File: src/clint_pkg.sv
//////////////////////////////////////////////////////////////////////
// shared definitions of the CLINT timer read path: address map,
// widths, AXI response codes, delay modes and the mtime union type
//////////////////////////////////////////////////////////////////////

package clint_pkg;

	// bus widths
	localparam int addr_len = 32;
	localparam int data_len = 32;

	// address map
	localparam logic [addr_len-1:0] clint_base    = 32'h0200_0000;
	localparam logic [addr_len-1:0] mtime_lo_addr = clint_base + 32'h0000_BFF8;
	localparam logic [addr_len-1:0] mtime_hi_addr = clint_base + 32'h0000_BFFC;

	// AXI read response codes
	localparam logic [1:0] resp_okay   = 2'd0;
	localparam logic [1:0] resp_slverr = 2'd2;

	// response delay
	localparam int delay_w = 4;
	localparam logic [delay_w-1:0] lfsr_seed = 4'b0001;

	// value 3 is not named and falls back to no delay
	typedef enum logic [1:0] {
		dly_none   = 2'd0,
		dly_fixed  = 2'd1,
		dly_random = 2'd2
	} delay_mode_t;

	// two 32-bit halves of mtime
	typedef struct packed {
		logic [data_len-1:0] hi;
		logic [data_len-1:0] lo;
	} mtime_words_t;

	// full count for the increment, word view for the read decode
	typedef union packed {
		logic [2*data_len-1:0] count;
		mtime_words_t          words;
	} mtime_u;

endpackage

File: src/axi_rd_if.sv
//////////////////////////////////////////////////////////////////////
// AXI read address and read data channel bundle
//////////////////////////////////////////////////////////////////////

`timescale 1ns/100ps

interface axi_rd_if;
	import clint_pkg::*;

	// address channel
	logic [addr_len-1:0] araddr;
	logic                arvalid;
	logic                arready;

	// data channel
	logic [data_len-1:0] rdata;
	logic [1:0]          rresp;
	logic                rvalid;
	logic                rlast;
	logic                rready;

	modport slave (
		input  araddr, arvalid, rready,
		output arready, rdata, rresp, rvalid, rlast
	);

	modport master (
		output araddr, arvalid, rready,
		input  arready, rdata, rresp, rvalid, rlast
	);

endinterface

File: src/clint_timer.sv
//////////////////////////////////////////////////////////////////////
// free-running 64-bit mtime counter and read address decode
//////////////////////////////////////////////////////////////////////

`timescale 1ns/100ps

module clint_timer (
	input  logic                           clock,
	input  logic                           rstn,
	input  logic [clint_pkg::addr_len-1:0] addr_i,
	output logic [clint_pkg::data_len-1:0] word_o,
	output logic [1:0]                     resp_o
);
	import clint_pkg::*;

	mtime_u mtime_q;

	// counts every cycle, wraps at 2^64
	always_ff @(posedge clock) begin
		if (rstn) begin
			mtime_q.count <= '0;
		end else begin
			mtime_q.count <= mtime_q.count + 64'd1;
		end
	end

	// word select on the current address
	always_comb begin
		case (addr_i)
			mtime_lo_addr: begin
				word_o = mtime_q.words.lo;
				resp_o = resp_okay;
			end
			mtime_hi_addr: begin
				word_o = mtime_q.words.hi;
				resp_o = resp_okay;
			end
			default: begin
				// nothing else is mapped
				word_o = '0;
				resp_o = resp_slverr;
			end
		endcase
	end

endmodule

File: src/read_latency_gen.sv
//////////////////////////////////////////////////////////////////////
// response delay generator: 4-bit LFSR and delay mode select,
// one registered delay per accepted read
//////////////////////////////////////////////////////////////////////

`timescale 1ns/100ps

module read_latency_gen (
	input  logic                          clock,
	input  logic                          rstn,
	input  logic                          accept_i,
	input  clint_pkg::delay_mode_t        mode_i,
	input  logic [clint_pkg::delay_w-1:0] fixed_delay_i,
	output logic [clint_pkg::delay_w-1:0] delay_o
);
	import clint_pkg::*;

	logic [delay_w-1:0] lfsr_q;
	logic [delay_w-1:0] delay_q;
	logic [delay_w-1:0] delay_sel;
	logic               feedback;

	// x^4 + x^3 + 1, never reaches zero from a nonzero seed
	assign feedback = lfsr_q[delay_w-1] ^ lfsr_q[delay_w-2];

	always_comb begin
		case (mode_i)
			dly_fixed:  delay_sel = fixed_delay_i;
			dly_random: delay_sel = lfsr_q;
			default:    delay_sel = '0;
		endcase
	end

	// lfsr advances once per accepted address
	always_ff @(posedge clock) begin
		if (rstn) begin
			lfsr_q  <= lfsr_seed;
			delay_q <= '0;
		end else if (accept_i) begin
			lfsr_q  <= {lfsr_q[delay_w-2:0], feedback};
			delay_q <= delay_sel;
		end
	end

	// held for the whole wait of the read
	assign delay_o = delay_q;

endmodule

File: src/clint_read_slave.sv
//////////////////////////////////////////////////////////////////////
// AXI read channel slave: address accept, data capture,
// response delay count and response hold under back-pressure
//////////////////////////////////////////////////////////////////////

`timescale 1ns/100ps

module clint_read_slave (
	input  logic                           clock,
	input  logic                           rstn,
	axi_rd_if.slave                        bus,
	input  logic [clint_pkg::data_len-1:0] word_i,
	input  logic [1:0]                     resp_i,
	input  logic [clint_pkg::delay_w-1:0]  delay_i,
	output logic                           accept_o
);
	import clint_pkg::*;

	typedef enum logic {
		wait_addr = 1'b0,
		wait_data = 1'b1
	} state_t;

	state_t              state_q;
	state_t              state_d;
	logic [delay_w-1:0]  wait_cnt_q;
	logic [data_len-1:0] rdata_q;
	logic [1:0]          rresp_q;
	logic                delay_reached;
	logic                resp_done;

	// handshakes
	assign accept_o  = bus.arvalid && bus.arready;
	assign resp_done = bus.rvalid && bus.rready;

	assign delay_reached = (wait_cnt_q == delay_i);

	// only one read in flight
	assign bus.arready = (state_q == wait_addr);
	assign bus.rvalid  = (state_q == wait_data) && delay_reached;
	assign bus.rlast   = bus.rvalid;
	assign bus.rdata   = rdata_q;
	assign bus.rresp   = rresp_q;

	always_comb begin
		state_d = state_q;
		case (state_q)
			wait_addr: begin
				if (accept_o) begin
					state_d = wait_data;
				end
			end
			wait_data: begin
				if (resp_done) begin
					state_d = wait_addr;
				end
			end
			default: begin
				state_d = wait_addr;
			end
		endcase
	end

	always_ff @(posedge clock) begin
		if (rstn) begin
			state_q    <= wait_addr;
			wait_cnt_q <= '0;
		end else begin
			state_q <= state_d;
			// count stops at the delay so rvalid holds while stalled
			if (accept_o) begin
				wait_cnt_q <= '0;
			end else if ((state_q == wait_data) && !delay_reached) begin
				wait_cnt_q <= wait_cnt_q + delay_w'(1);
			end
		end
	end

	// data and response sampled at the address handshake
	always_ff @(posedge clock) begin
		if (accept_o) begin
			rdata_q <= word_i;
			rresp_q <= resp_i;
		end
	end

endmodule

File: src/clint_subsys.sv
//////////////////////////////////////////////////////////////////////
// CLINT timer read subsystem top level
//////////////////////////////////////////////////////////////////////

`timescale 1ns/100ps

module clint_subsys (
	input  logic                           clock,
	input  logic                           rstn,
	input  logic [clint_pkg::addr_len-1:0] araddr_i,
	input  logic                           arvalid_i,
	output logic                           arready_o,
	output logic [clint_pkg::data_len-1:0] rdata_o,
	output logic [1:0]                     rresp_o,
	output logic                           rvalid_o,
	output logic                           rlast_o,
	input  logic                           rready_i,
	input  clint_pkg::delay_mode_t         delay_mode_i,
	input  logic [clint_pkg::delay_w-1:0]  fixed_delay_i
);
	import clint_pkg::*;

	axi_rd_if bus ();

	logic [data_len-1:0] word;
	logic [1:0]          resp;
	logic [delay_w-1:0]  delay;
	logic                accept;

	// top ports onto the master side of the bundle
	assign bus.araddr  = araddr_i;
	assign bus.arvalid = arvalid_i;
	assign bus.rready  = rready_i;
	assign arready_o   = bus.arready;
	assign rdata_o     = bus.rdata;
	assign rresp_o     = bus.rresp;
	assign rvalid_o    = bus.rvalid;
	assign rlast_o     = bus.rlast;

	clint_read_slave u_read_slave (
		.clock    (clock),
		.rstn     (rstn),
		.bus      (bus.slave),
		.word_i   (word),
		.resp_i   (resp),
		.delay_i  (delay),
		.accept_o (accept)
	);

	clint_timer u_timer (
		.clock  (clock),
		.rstn   (rstn),
		.addr_i (bus.araddr),
		.word_o (word),
		.resp_o (resp)
	);

	read_latency_gen u_latency_gen (
		.clock         (clock),
		.rstn          (rstn),
		.accept_i      (accept),
		.mode_i        (delay_mode_i),
		.fixed_delay_i (fixed_delay_i),
		.delay_o       (delay)
	);

endmodule

File: config.mk
export PLATFORM = sky130hd
export DESIGN_NAME = clint_subsys
export DESIGN_NICKNAME = d
export VERILOG_FILES = /design/src/clint_pkg.sv /design/src/axi_rd_if.sv /design/src/clint_timer.sv /design/src/read_latency_gen.sv /design/src/clint_read_slave.sv /design/src/clint_subsys.sv
export SDC_FILE = /design/constraint.sdc
export NUM_CORES = 1
export LEC_CHECK = 0
export BUFFER_PORTS_ARGS = -buffer_cell sky130_fd_sc_hd__buf_4
export CAP_MARGIN = 20
export CORE_MARGIN = 1.5
export CORE_UTILIZATION = 57
export CTS_CLUSTER_DIAMETER = 120
export CTS_CLUSTER_SIZE = 14
export DETAILED_ROUTE_END_ITERATION = 6
export PLACE_DENSITY = 0.8
export SLEW_MARGIN = 20
export SYNTH_ARGS = -nofsm -noshare
export SYNTH_HDL_FRONTEND = slang
export SYNTH_SLANG_ARGS = --single-unit
File: constraint.sdc
create_clock -name clock -period 2.3 [get_ports clock]
set_input_delay 0.23 -clock clock [delete_from_list [all_inputs] [get_ports clock]]
set_output_delay 0.23 -clock clock [all_outputs]
set_load 0.05 [all_outputs]
==> impl_results.md <==
* Initial antenna violation count at 0
* Clk pwr share at 32.3%
* Row count at 34
* Final #Nets at 679
* LEAKAGE at 2.217 nW
* Post-synthesis cell area at 5159 µm²
* # diodes at 0
* First-iteration detailed-routing DRC count at 279
* Total congestion overflow at 0
* Final Hold Viols at 0
* Reg clk slew, reported paths at 100 ps
* TNS Setup at 0 ps
* Ratio of cells with drive above 1 in the final layout at 20.53%
* Synth top area share at 29.88%
* Placeable core area at 8763 µm²
* Hpwl dp at 8.346 mm
* Vias/cell at 5.893
* Layout Skew at 13.78 ps
* Netlist cell types at 43
* Critical path peak fanout at 13
* Cts bufs inserted at 9
* First-pass GRT wire length at 19.55 mm
* Port Buffers at 77
* Net switching power at 0.8914 mW
* Mapped Nets at 592
* Setup ws final at 114.3 ps
* Starting Density at 58.87%
* Max VDD drop at 359.6 µV
* Setup-failing EPs final at 0
* Max Clk Rate at 457.5 MHz
* CP required at 2580 ps
* Ports at 79
* Clock Latency Late Sink at 370 ps
* Sequential share of power at 57.8%
* Area occupied by multi-input gates at 2476 µm²
* Placer congestion estimate at 0.8912
* Pwr dens at 577.2 nW/µm²
* Vias in the first global route at 4178
* Arrival time at the worst endpoint at 2470 ps
* # DRC at 0
* CTS Root Cell: clkbuf_8
* Cell count after synthesis at 546
* CTS Sinks at 110
* # hold bufs at CTS at 0
* Routed Antenna Nets at 0
* Yosys reg bits at 110
* Max cap viols at 0
* Yosys top cell by area: dfxtp_1
* YS warnings at 0
* Internal power at 2.667 mW
* Comb power frac at 10.0%
* Fillers at 661
* Setup crit end kind: flop
* Final min period at 2186 ps
* CP Launch Type: flop
* Register area at 2532 µm²
* Routed via count at 4396
* Hold crit path type: in -> reg
* Die Height at 98.14 µm
* Register area share after synthesis at 49.09%
* Die Footprint at 9630 µm²
* Switching fraction of total power at 25.05%
* P&R area growth vs syn at 19.50%
* H-tree depth at 3
* Largest net degree at the start of global routing at 78
* TritonCTS clock tree: done
* Worst slack, placed at 91.24 ps
* Final period util at 95.03%
* Slew Limit Fails at 0
* Rel. slew slack at 47.65%
* DRT Wirelength at 11.66 mm
* Run status: finished clean
* RSZ-0062 raised after global routing: false
* Avg Inst Size Synth at 9.448 µm²
* Tot GR Track Use at 24.97%
* CTS Buffer Depth at 2
* Critical path class: reg -> reg
* Synth top area cells: dfxtp_1 (30%), edfxtp_1 (19%), mux2i_1 (6.4%)
* Width of the chip at 98.14 µm
* First drt pass iteration count at 4
* Routed len/inst at 15.63 µm
* Transition time of the tightest slew-check pin at 785.3 ps
==> worst paths after layout <==
path / from / end / slack, ps / depth (start not counted)
worst max-delay path: u_timer.mtime_q[14]$_SDFF_PP0_ / u_timer.mtime_q[42]$_SDFF_PP0_ / 110 / 7
worst min-delay path: rready_i / u_read_slave.state_q$_SDFF_PP0_ / 150 / 4
worst min register to register: u_latency_gen.lfsr_q[0]$_SDFFE_PP1P_ / u_latency_gen.lfsr_q[1]$_SDFFE_PP0P_ / 490 / 2
worst max register to register: u_timer.mtime_q[14]$_SDFF_PP0_ / u_timer.mtime_q[42]$_SDFF_PP0_ / 110 / 7
==> timing repair <==
item                       CTS  global route
hold endpoints to repair     0             0
setup endpoints to repair    0            17
buffers inserted             0             3
resized for setup            0             2
==> cells by family (layout without fill, tap and decap cells) <==
logic type,count (synthesis),count (layout),share of synthesized area (%)
AO/OA/AOI/OAI,67,67,8.101
XOR/XNOR,43,43,7.300
adder cells (fa/ha/maj),4,4,0.9702
buffers and inverters,41,133,3.177
flip-flops,110,110,49.09
multiplexers,33,33,6.403
other,1,1,0.07269
AND/OR/NAND/NOR,247,247,24.88
==> area by class of cell <==
| class | instances | share of cell area, % |
|---|---|---|
| flip-flops and latches | 110 | 41.08 |
| multi-input cells | 395 | 40.17 |
| repair buffers | 103 | 12.54 |
| well taps | 108 | 2.192 |
| clock buffers | 9 | 2.009 |
| clock inverters | 7 | 1.157 |
| inverters | 14 | 0.8524 |
==> metal layers <==
layer | track usage [%] | share of wire, % | up-vias
li1 | - | - | 2136
met1 | 32.25 | 42 | 2061
met2 | 42.39 | 50 | 179
met3 | 3.651 | 6.0 | 20
met4 | 9.859 | 2.0 | 0
met5 | 0 | 0 | -
==> critical path, cell delays in order, from the launching register on <==
cell and delay [ps]:
dfxtp_1 440, nand4_2 190, nor4_4 360, buf_4 240
nand4_1 120, buf_4 190, or4_1 410, a21oi_1 160
==> synthesized netlist by cell type (all sizes together) <==
cell type / number
inv: 13
nor4b: 3
clkbuf: 20
nor2: 87
or2: 2
a211o: 1
o21ai: 10
or4: 16
nand4b: 1
o21a: 1
nand2: 31
xor2: 20
buf: 7
and3: 5
conb: 1
nor2b: 4
o31ai: 15
o41ai: 1
clkinv: 1
nand4: 28
a22o: 4
edfxtp: 33
a21oi: 29
o21ba: 2
a22oi: 4
mux2i: 33
ha: 4
nor4: 12
or4b: 1
xnor2: 23
or3: 10
and4: 2
nand3: 26
dfxtp: 77
and2: 2
nor3: 17
==> power groups by stage <==
stage	Combinational, mW	Clock [mW]	Sequential (mW)
3_5_place_dp	0.357	0	2.10
6_report	0.354	1.15	2.06
3_3_place_gp	0.349	0	2.10
2_1_floorplan	0.123	0	2.21
4_1_cts	0.357	1.17	2.06
5_1_grt	0.373	1.26	2.06
==> stage by stage <==
stage	std cells	utilization [%]	total power [mW]	cell area, µm²	hold slack [ps]
5_1_grt	746	70.35	3.696	6165	168.3
6_report	746	70.35	3.559	6165	153.0
3_3_place_gp	727	67.70	2.448	5933	455.2
2_1_floorplan	546	-	2.329	5159	432.9
3_5_place_dp	727	67.70	2.457	5933	477.9
4_1_cts	743	69.93	3.588	6128	140.8
==> registers in the layout, indices dropped and copies added, names as in the netlist <==
register	cells
u_read_slave.bus.rresp	1
u_latency_gen.delay_o	4
u_read_slave.state_q	1
u_timer.mtime_q	64
u_latency_gen.lfsr_q	4
u_read_slave.bus.rdata	32
u_read_slave.wait_cnt_q	4
==> cells in the final DEF (no fill, tap or decap), types with 3 or more instances in the layout <==
cell type / synthesis / final
a21oi_1: 29 / 29
a22o_1: 4 / 4
a22oi_1: 4 / 4
and3_1: 5 / 5
buf_4: 2 / 103
clkbuf_8: 0 / 9
dfxtp_1: 77 / 77
edfxtp_1: 33 / 33
ha_1: 4 / 4
inv_1: 13 / 13
mux2i_1: 33 / 33
nand2_1: 31 / 31
nand3_1: 25 / 25
nand4_1: 26 / 26
nor2_1: 87 / 87
nor2b_1: 4 / 4
nor3_1: 15 / 15
nor4_1: 10 / 9
nor4b_1: 3 / 3
o21ai_0: 10 / 10
o31ai_1: 15 / 15
or3_1: 10 / 10
or4_1: 16 / 16
xnor2_1: 23 / 23
xor2_1: 20 / 20
No activity file was read; power rests on OpenSTA's default activity.
